[config.mk]
export PLATFORM = sky130hd
export DESIGN_NAME = vision_overlay_top
export DESIGN_NICKNAME = d
export VERILOG_FILES = /design/src/logic/vision_pkg.sv /design/src/logic/vga_timing.sv /design/src/logic/pixel_threshold.sv /design/src/logic/centroid_accum.sv /design/src/logic/overlay_mux.sv /design/src/logic/vision_overlay_top.sv
export VERILOG_INCLUDE_DIRS = /design/src /design/src/logic
export SDC_FILE = /design/constraint.sdc
export NUM_CORES = 1
export LEC_CHECK = 0
export BUFFER_PORTS_ARGS = -buffer_cell sky130_fd_sc_hd__buf_2
export CAP_MARGIN = 10
export CORE_MARGIN = 3
export CORE_UTILIZATION = 66
export DETAILED_ROUTE_END_ITERATION = 6
export PLACE_DENSITY = 0.83
export SYNTH_ARGS = -nofsm -noshare
export SYNTH_HDL_FRONTEND = slang
export SYNTH_HIERARCHICAL = 1
export SYNTH_SLANG_ARGS = --single-unit
[constraint.sdc]
create_clock -name clk_65mhz -period 14 [get_ports clk_65mhz]
set_clock_uncertainty 0.15 [all_clocks]
set_input_delay 2.8 -clock clk_65mhz [delete_from_list [all_inputs] [get_ports clk_65mhz]]
set_output_delay 2.8 -clock clk_65mhz [all_outputs]
set_load 0.01 [all_outputs]
[src/logic/vision_macros.svh]
`ifndef VISION_MACROS_SVH
`define VISION_MACROS_SVH

// 1024x768 at 60 Hz, 65 MHz pixel clock
`define H_ACTIVE 1024
`define H_FRONT 24
`define H_SYNC 136
`define H_TOTAL 1344

`define V_ACTIVE 768
`define V_FRONT 3
`define V_SYNC 6
`define V_TOTAL 806

// coordinate counter widths
`define HCOUNT_W 11
`define VCOUNT_W 10

// centroid accumulators, sized for a full frame of masked pixels
`define SUM_W 32
`define CNT_W 20

// request to pixel, matches the frame buffer read path
`define PIXEL_LAT 2

`endif

[src/logic/vision_pkg.sv]
`include "vision_macros.svh"

package vision_pkg;

  // raster coordinates
  typedef logic [`HCOUNT_W-1:0] hcount_t;
  typedef logic [`VCOUNT_W-1:0] vcount_t;

  // 565 pixel from the source
  // red 15..11, green 10..5, blue 4..0
  typedef logic [15:0] pixel565_t;

  // display colour, r in 11..8, g in 7..4, b in 3..0
  typedef logic [11:0] rgb444_t;

  // one channel intensity or threshold bound
  typedef logic [3:0] nibble_t;

  // 0 red, 1 green, 2 blue
  typedef logic [1:0] chan_sel_t;

endpackage

[src/logic/vga_timing.sv]
`timescale 1ns/10ps
`include "vision_macros.svh"

module vga_timing (
  input  logic                clk_65mhz,
  input  logic                sys_rst,
  output vision_pkg::hcount_t hcount,
  output vision_pkg::vcount_t vcount,
  output logic                blank,
  output logic                hsync,
  output logic                vsync,
  output logic                frame_start
);
  import vision_pkg::*;

  // sync windows, start inclusive, end exclusive
  localparam int HS_START = `H_ACTIVE + `H_FRONT;
  localparam int HS_END = HS_START + `H_SYNC;
  localparam int VS_START = `V_ACTIVE + `V_FRONT;
  localparam int VS_END = VS_START + `V_SYNC;

  hcount_t h_next;
  vcount_t v_next;

  ////////////////////////////////////////////////////////////////////////////
  // next position in the raster
  always_comb begin
    h_next = hcount + 1'b1;
    v_next = vcount;
    if (hcount == `H_TOTAL - 1) begin
      h_next = '0;
      // wrap to the top after the last line
      v_next = (vcount == `V_TOTAL - 1) ? '0 : vcount + 1'b1;
    end
  end

  ////////////////////////////////////////////////////////////////////////////
  // counters and flags registered together so they stay aligned
  always_ff @(posedge clk_65mhz) begin
    if (sys_rst) begin
      hcount <= '0;
      vcount <= '0;
      blank <= 1'b0;
      hsync <= 1'b0;
      vsync <= 1'b0;
      // reset lands on (0,0)
      frame_start <= 1'b1;
    end else begin
      hcount <= h_next;
      vcount <= v_next;
      blank <= (h_next >= `H_ACTIVE) || (v_next >= `V_ACTIVE);
      hsync <= (h_next >= HS_START) && (h_next < HS_END);
      // vsync spans whole lines
      vsync <= (v_next >= VS_START) && (v_next < VS_END);
      frame_start <= (h_next == '0) && (v_next == '0);
    end
  end

endmodule

[src/logic/pixel_threshold.sv]
`timescale 1ns/10ps
`include "vision_macros.svh"

module pixel_threshold (
  input  logic                    clk_65mhz,
  input  logic                    sys_rst,
  input  vision_pkg::hcount_t     hcount_in,
  input  vision_pkg::vcount_t     vcount_in,
  input  logic                    blank_in,
  input  logic                    hsync_in,
  input  logic                    vsync_in,
  input  logic                    frame_start_in,
  input  vision_pkg::pixel565_t   pixel_in,
  input  vision_pkg::chan_sel_t   chan_sel,
  input  vision_pkg::nibble_t     lower_bound,
  input  vision_pkg::nibble_t     upper_bound,
  output vision_pkg::hcount_t     hcount_out,
  output vision_pkg::vcount_t     vcount_out,
  output logic                    blank_out,
  output logic                    hsync_out,
  output logic                    vsync_out,
  output logic                    frame_start_out,
  output vision_pkg::pixel565_t   pixel_out,
  output logic                    mask
);
  import vision_pkg::*;

  // coordinates plus blank, hsync, vsync, frame_start
  localparam int SB_W = `HCOUNT_W + `VCOUNT_W + 4;

  logic [SB_W-1:0] sb_pipe [`PIXEL_LAT];
  hcount_t         h_d;
  vcount_t         v_d;
  logic            blank_d;
  logic            hsync_d;
  logic            vsync_d;
  logic            fs_d;
  nibble_t         intensity;
  logic            in_range;

  ////////////////////////////////////////////////////////////////////////////
  // sideband waits out the pixel source latency
  always_ff @(posedge clk_65mhz) begin
    if (sys_rst) begin
      for (int i = 0; i < `PIXEL_LAT; i++) begin
        sb_pipe[i] <= '0;
      end
    end else begin
      sb_pipe[0] <= {hcount_in, vcount_in, blank_in, hsync_in, vsync_in, frame_start_in};
      for (int i = 1; i < `PIXEL_LAT; i++) begin
        sb_pipe[i] <= sb_pipe[i-1];
      end
    end
  end

  // now lined up with pixel_in
  assign {h_d, v_d, blank_d, hsync_d, vsync_d, fs_d} = sb_pipe[`PIXEL_LAT-1];

  // top four bits of the chosen channel
  always_comb begin
    case (chan_sel)
      2'd1: intensity = pixel_in[10:7];
      2'd2: intensity = pixel_in[4:1];
      default: intensity = pixel_in[15:12];
    endcase
  end

  // bounds inclusive on both ends
  assign in_range = (intensity >= lower_bound) && (intensity <= upper_bound);

  ////////////////////////////////////////////////////////////////////////////
  // stage 3 register
  always_ff @(posedge clk_65mhz) begin
    if (sys_rst) begin
      {hcount_out, vcount_out} <= '0;
      {blank_out, hsync_out, vsync_out, frame_start_out} <= '0;
      mask <= 1'b0;
    end else begin
      hcount_out <= h_d;
      vcount_out <= v_d;
      blank_out <= blank_d;
      hsync_out <= hsync_d;
      vsync_out <= vsync_d;
      frame_start_out <= fs_d;
      // nothing outside the active area counts
      mask <= in_range && !blank_d;
    end
  end

  always_ff @(posedge clk_65mhz) begin
    pixel_out <= pixel_in;
  end

endmodule

[src/logic/centroid_accum.sv]
`timescale 1ns/10ps
`include "vision_macros.svh"

module centroid_accum (
  input  logic                clk_65mhz,
  input  logic                sys_rst,
  input  vision_pkg::hcount_t hcount_in,
  input  vision_pkg::vcount_t vcount_in,
  input  logic                mask,
  input  logic                frame_start_in,
  output vision_pkg::hcount_t com_x,
  output vision_pkg::vcount_t com_y,
  output logic                com_valid
);
  import vision_pkg::*;

  localparam int IDX_W = $clog2(`HCOUNT_W);

  // divider FSM
  localparam logic [1:0] ST_IDLE = 2'd0;
  localparam logic [1:0] ST_DIV_X = 2'd1;
  localparam logic [1:0] ST_DIV_Y = 2'd2;

  logic [`SUM_W-1:0] sum_x;
  logic [`SUM_W-1:0] sum_y;
  logic [`CNT_W-1:0] pix_cnt;
  logic [1:0]        state;
  logic [`SUM_W-1:0] rem;
  logic [`SUM_W-1:0] sum_y_hold;
  logic [`SUM_W-1:0] divisor;
  logic [`SUM_W-1:0] trial;
  logic [`SUM_W-1:0] rem_next;
  logic [IDX_W-1:0]  bit_idx;
  hcount_t           quot;
  hcount_t           quot_next;
  hcount_t           quot_x;
  logic              take;
  logic              div_last;

  ////////////////////////////////////////////////////////////////////////////
  // per-frame sums, (0,0) already belongs to the new frame
  always_ff @(posedge clk_65mhz) begin
    if (sys_rst) begin
      sum_x <= '0;
      sum_y <= '0;
      pix_cnt <= '0;
    end else if (frame_start_in) begin
      sum_x <= mask ? `SUM_W'(hcount_in) : '0;
      sum_y <= mask ? `SUM_W'(vcount_in) : '0;
      pix_cnt <= `CNT_W'(mask);
    end else if (mask) begin
      sum_x <= sum_x + `SUM_W'(hcount_in);
      sum_y <= sum_y + `SUM_W'(vcount_in);
      pix_cnt <= pix_cnt + 1'b1;
    end
  end

  ////////////////////////////////////////////////////////////////////////////
  // one restoring step, quotient fits the coordinate width
  always_comb begin
    trial = divisor << bit_idx;
    take = (rem >= trial);
    rem_next = take ? rem - trial : rem;
    quot_next = quot;
    if (take) begin
      quot_next[bit_idx] = 1'b1;
    end
    // remainder below divisor, lower bits are all zero
    div_last = (bit_idx == '0) || (rem_next < divisor);
  end

  // x first, then y through the same datapath
  always_ff @(posedge clk_65mhz) begin
    if (sys_rst) begin
      state <= ST_IDLE;
      com_valid <= 1'b0;
      com_x <= '0;
      com_y <= '0;
    end else begin
      com_valid <= 1'b0;
      case (state)
        ST_IDLE: begin
          // empty frame keeps the old centre
          if (frame_start_in && (pix_cnt != '0)) state <= ST_DIV_X;
        end
        ST_DIV_X: begin
          if (div_last) state <= ST_DIV_Y;
        end
        ST_DIV_Y: begin
          if (div_last) begin
            state <= ST_IDLE;
            com_valid <= 1'b1;
            com_x <= quot_x;
            com_y <= quot_next[`VCOUNT_W-1:0];
          end
        end
        default: state <= ST_IDLE;
      endcase
    end
  end

  // operands, idle tracks the live sums until the snapshot
  always_ff @(posedge clk_65mhz) begin
    case (state)
      ST_IDLE: begin
        rem <= sum_x;
        sum_y_hold <= sum_y;
        divisor <= `SUM_W'(pix_cnt);
        quot <= '0;
        bit_idx <= IDX_W'(`HCOUNT_W - 1);
      end
      ST_DIV_X: begin
        if (div_last) begin
          quot_x <= quot_next;
          rem <= sum_y_hold;
          quot <= '0;
          bit_idx <= IDX_W'(`VCOUNT_W - 1);
        end else begin
          rem <= rem_next;
          quot <= quot_next;
          bit_idx <= bit_idx - 1'b1;
        end
      end
      ST_DIV_Y: begin
        rem <= rem_next;
        quot <= quot_next;
        bit_idx <= bit_idx - 1'b1;
      end
      default: begin
        quot <= '0;
      end
    endcase
  end

endmodule

[src/logic/overlay_mux.sv]
`timescale 1ns/10ps

module overlay_mux (
  input  logic                  clk_65mhz,
  input  logic                  sys_rst,
  input  vision_pkg::hcount_t   hcount_in,
  input  vision_pkg::vcount_t   vcount_in,
  input  logic                  blank_in,
  input  logic                  hsync_in,
  input  logic                  vsync_in,
  input  vision_pkg::pixel565_t pixel_in,
  input  logic                  mask,
  input  vision_pkg::hcount_t   com_x,
  input  vision_pkg::vcount_t   com_y,
  input  logic                  view_mask,
  input  logic                  crosshair_en,
  output vision_pkg::nibble_t   vga_r,
  output vision_pkg::nibble_t   vga_g,
  output vision_pkg::nibble_t   vga_b,
  output logic                  vga_hs,
  output logic                  vga_vs
);
  import vision_pkg::*;

  rgb444_t img_color;
  rgb444_t base_color;
  rgb444_t out_color;
  logic    on_cross;

  ////////////////////////////////////////////////////////////////////////////
  // colour selection

  // top four bits of each channel
  assign img_color = {pixel_in[15:12], pixel_in[10:7], pixel_in[4:1]};

  // column or row through the last centre
  assign on_cross = (hcount_in == com_x) || (vcount_in == com_y);

  always_comb begin
    if (view_mask) begin
      base_color = mask ? 12'hFFF : 12'h000;
    end else begin
      base_color = img_color;
    end
    // crosshair wins over either view
    out_color = (crosshair_en && on_cross) ? 12'h0F0 : base_color;
  end

  ////////////////////////////////////////////////////////////////////////////
  // stage 4 output register
  always_ff @(posedge clk_65mhz) begin
    if (sys_rst) begin
      vga_r <= '0;
      vga_g <= '0;
      vga_b <= '0;
      // syncs idle high
      vga_hs <= 1'b1;
      vga_vs <= 1'b1;
    end else begin
      vga_r <= blank_in ? '0 : out_color[11:8];
      vga_g <= blank_in ? '0 : out_color[7:4];
      vga_b <= blank_in ? '0 : out_color[3:0];
      // active low on the connector
      vga_hs <= ~hsync_in;
      vga_vs <= ~vsync_in;
    end
  end

endmodule

[src/logic/vision_overlay_top.sv]
`timescale 1ns/10ps

module vision_overlay_top (
  input  logic                  clk_65mhz,
  input  logic                  sys_rst,
  input  vision_pkg::pixel565_t pixel_in,
  input  vision_pkg::chan_sel_t chan_sel,
  input  vision_pkg::nibble_t   lower_bound,
  input  vision_pkg::nibble_t   upper_bound,
  input  logic                  view_mask,
  input  logic                  crosshair_en,
  output vision_pkg::hcount_t   req_x,
  output vision_pkg::vcount_t   req_y,
  output vision_pkg::nibble_t   vga_r,
  output vision_pkg::nibble_t   vga_g,
  output vision_pkg::nibble_t   vga_b,
  output logic                  vga_hs,
  output logic                  vga_vs,
  output vision_pkg::hcount_t   com_x,
  output vision_pkg::vcount_t   com_y,
  output logic                  com_valid
);
  import vision_pkg::*;

  // stage 0, raster
  logic      blank;
  logic      hsync;
  logic      vsync;
  logic      frame_start;
  // stage 3, threshold output
  hcount_t   th_hcount;
  vcount_t   th_vcount;
  logic      th_blank;
  logic      th_hsync;
  logic      th_vsync;
  logic      th_frame_start;
  pixel565_t th_pixel;
  logic      th_mask;

  ////////////////////////////////////////////////////////////////////////////
  // raster doubles as the pixel request
  vga_timing u_timing (
    .clk_65mhz   (clk_65mhz),
    .sys_rst     (sys_rst),
    .hcount      (req_x),
    .vcount      (req_y),
    .blank       (blank),
    .hsync       (hsync),
    .vsync       (vsync),
    .frame_start (frame_start)
  );

  // pixel comes back two cycles later
  pixel_threshold u_threshold (
    .clk_65mhz       (clk_65mhz),
    .sys_rst         (sys_rst),
    .hcount_in       (req_x),
    .vcount_in       (req_y),
    .blank_in        (blank),
    .hsync_in        (hsync),
    .vsync_in        (vsync),
    .frame_start_in  (frame_start),
    .pixel_in        (pixel_in),
    .chan_sel        (chan_sel),
    .lower_bound     (lower_bound),
    .upper_bound     (upper_bound),
    .hcount_out      (th_hcount),
    .vcount_out      (th_vcount),
    .blank_out       (th_blank),
    .hsync_out       (th_hsync),
    .vsync_out       (th_vsync),
    .frame_start_out (th_frame_start),
    .pixel_out       (th_pixel),
    .mask            (th_mask)
  );

  centroid_accum u_centroid (
    .clk_65mhz      (clk_65mhz),
    .sys_rst        (sys_rst),
    .hcount_in      (th_hcount),
    .vcount_in      (th_vcount),
    .mask           (th_mask),
    .frame_start_in (th_frame_start),
    .com_x          (com_x),
    .com_y          (com_y),
    .com_valid      (com_valid)
  );

  ////////////////////////////////////////////////////////////////////////////
  // final colour and syncs, stage 4
  overlay_mux u_overlay (
    .clk_65mhz    (clk_65mhz),
    .sys_rst      (sys_rst),
    .hcount_in    (th_hcount),
    .vcount_in    (th_vcount),
    .blank_in     (th_blank),
    .hsync_in     (th_hsync),
    .vsync_in     (th_vsync),
    .pixel_in     (th_pixel),
    .mask         (th_mask),
    .com_x        (com_x),
    .com_y        (com_y),
    .view_mask    (view_mask),
    .crosshair_en (crosshair_en),
    .vga_r        (vga_r),
    .vga_g        (vga_g),
    .vga_b        (vga_b),
    .vga_hs       (vga_hs),
    .vga_vs       (vga_vs)
  );

endmodule

==> flow_metrics.py <==
metrics = {
    "status": {
        "status": "complete, no violations",
    },
    "power_and_ir_drop": {
        "leakage_uw": 0.00839,
        "ir_drop_uv": 687,
        "p_per_area_nw_per_um2": 243,
        "design_power_total_uw": 5160,
    },
    "timing": {
        "fin_crit_ns": 8.71,
        "hold_viol_final": 0,
        "rsz0062_at_grt": "false",
        "fmax_mhz": 115,
        "setup_tns_ns": 0,
        "fin_crit_sh_pct": 62.2,
        "setup_viol": 0,
        "final_max_slew_viol_count": 0,
        "worst-slew-pin-transition_ns": 1.28,
        "slew_headroom_pct": 13.6,
    },
    "clocking": {
        "cts_hold_buf": 0,
        "clock-sinks": 345,
        "root_buffer": "clkbuf_16",
        "cts_made_buffers": 37,
        "htree_levels": 2,
        "cts_tree": "done",
        "cts_setup_buffers": 0,
        "clk_latency_ns": 0.52,
        "clk_pin_slew_ns": 0.06,
        "ctsResizeCount": 0,
        "cts_buffer_depth": 3,
    },
    "cells_and_area": {
        "final_cell_mix": "dfxtp_1, nand2_1, a21oi_1",
        "fin_area_um2": 21200,
        "final_net_count": 2351,
        "diodes": 0,
        "drive_above_1_share_pct": 9.87,
        "nFillCells": 2116,
        "syn2layout_area_growth_pct": 9.61,
        "final_util_pct": 73.8,
        "layout_commonest_cell": "dfxtp_1",
    },
    "floorplan": {
        "io_pins": 87,
        "die_w_um": 177,
        "rows": 62,
        "die_area_um2": 31400,
        "initial_utilization_pct": 67.3,
        "die_h_um": 177,
        "core_region_area_um2": 28800,
    },
    "global_route": {
        "antenna_found_initial": 1,
        "grt_pass1_vias": 15300,
        "grt_pass1_wl_mm": 79.4,
        "grt_overflow": 0,
        "track_usage_pct": 31.4,
        "grt_max_degree": 97,
    },
    "setup_path": {
        "cp-start-kind": "flop",
        "arrival_ns": 8.70,
        "crit_path_end_kind": "flop",
        "cp_max_fo": 36,
        "path_class": "flop to flop",
        "crit_required_ns": 13.99,
    },
    "placement": {
        "portBuffers": 82,
        "place.gp.congestion": 0.969,
        "dp_hpwl_mm": 35.6,
        "placed_cell_area_um2": 19900,
    },
    "route": {
        "drc": 0,
        "routed_wl_mm": 50.4,
        "ant_nets": 0,
        "routedWlPerCell_um": 19.2,
        "vias": 16400,
        "viasPerCell": 6.22,
        "drtIter0Drc": 1631,
        "first_pass_iters": 6,
    },
    "run": {
        "drv_cap": 0,
    },
    "yosys": {
        "yosys_warnings": 6,
        "syn_nets": 2327,
        "syn_avg_cell_area_um2": 8.81,
        "syn_area_um2": 19400,
        "syn_inst": 2198,
    },
    "min_path": {
        "hp-class": "flop to flop",
    },
}
==> worst max-delay path: stages, from the launching register on <==
cell	delay (ns)
edfxtp_1	0.89
inv_1	0.59
nor3_1	0.33
a21oi_1	0.12
mux2_2	0.33
ha_1	0.39
nand2_1	0.24
nor4_4	0.47
nand3_1	0.18
a31o_2	0.33
nand2_1	0.43
buf_4	0.42
nor2_1	0.07
a21oi_1	0.25
ha_1	0.30
a21o_1	0.17
nand3_1	0.08
a21oi_1	0.06
a21oi_1	0.22
a2111oi_0	0.14
a21oi_1	0.33
and4_1	0.24
buf_4	0.38
a21oi_1	0.28
nor2b_1	0.88
==> through the flow <==
| stage | hold slack [ns] | worst slack, ns | cells |
|---|---|---|---|
| floorplan | 0.205 | 7.07 | 2198 |
| global placement | 0.212 | 5.59 | 2567 |
| detailed placement | 0.217 | 5.50 | 2567 |
| CTS | 0.238 | 5.50 | 2633 |
| global route | 0.262 | 4.85 | 2633 |
| finish | 0.240 | 5.29 | 2633 |
==> layout make-up <==
cell class	count	area (um^2)	area share, %
inverter	91	342	1.61
multi-input combinational	1646	10700	50.2
tap	384	480	2.26
timing repair buffer	101	556	2.62
clock buffer	52	1120	5.26
clock inverter	14	171	0.808
sequential	345	7900	37.2
==> state kept, by name, summed over array words and instances (netlist names), 12 cells and up <==
signal,cells
u_threshold/sb_pipe,50
u_centroid/sum_x,32
u_centroid/rem,32
u_centroid/sum_y,32
u_centroid/divisor,20
u_centroid/pix_cnt,20
u_threshold/pixel_out,12
u_centroid/sum_y_hold,32
==> worst paths after layout <==
check / from / slack (ns) / depth (start not counted) / end
worst max-delay path: u_centroid/bit_idx[2] / 5.29 / 24 / u_centroid/quot_x[8]
worst min-delay path: u_threshold/hsync_out / 0.24 / 1 / u_overlay/vga_hs
worst max register to register: u_centroid/bit_idx[2] / 5.29 / 24 / u_centroid/quot_x[8]
worst min register to register: u_threshold/hsync_out / 0.24 / 1 / u_overlay/vga_hs
==> layer usage <==
| metal | part of all wire [%] | global-route usage [%] |
|---|---|---|
| met3 | 6.7 | 4.21 |
| met5 | 0.024 | 0 |
| met4 | 4.1 | 12.8 |
| met2 | 47 | 52.9 |
| met1 | 42 | 40.9 |
==> where the power goes <==
| group | switching [uW] | internal [uW] | total, uW |
|---|---|---|---|
| combinational | 2010 | 871 | 2880 |
| clock | 394 | 615 | 1010 |
| sequential | 74.2 | 1190 | 1260 |
| total | 2480 | 2670 | 5160 |
No activity file was read; power rests on OpenSTA's default activity.
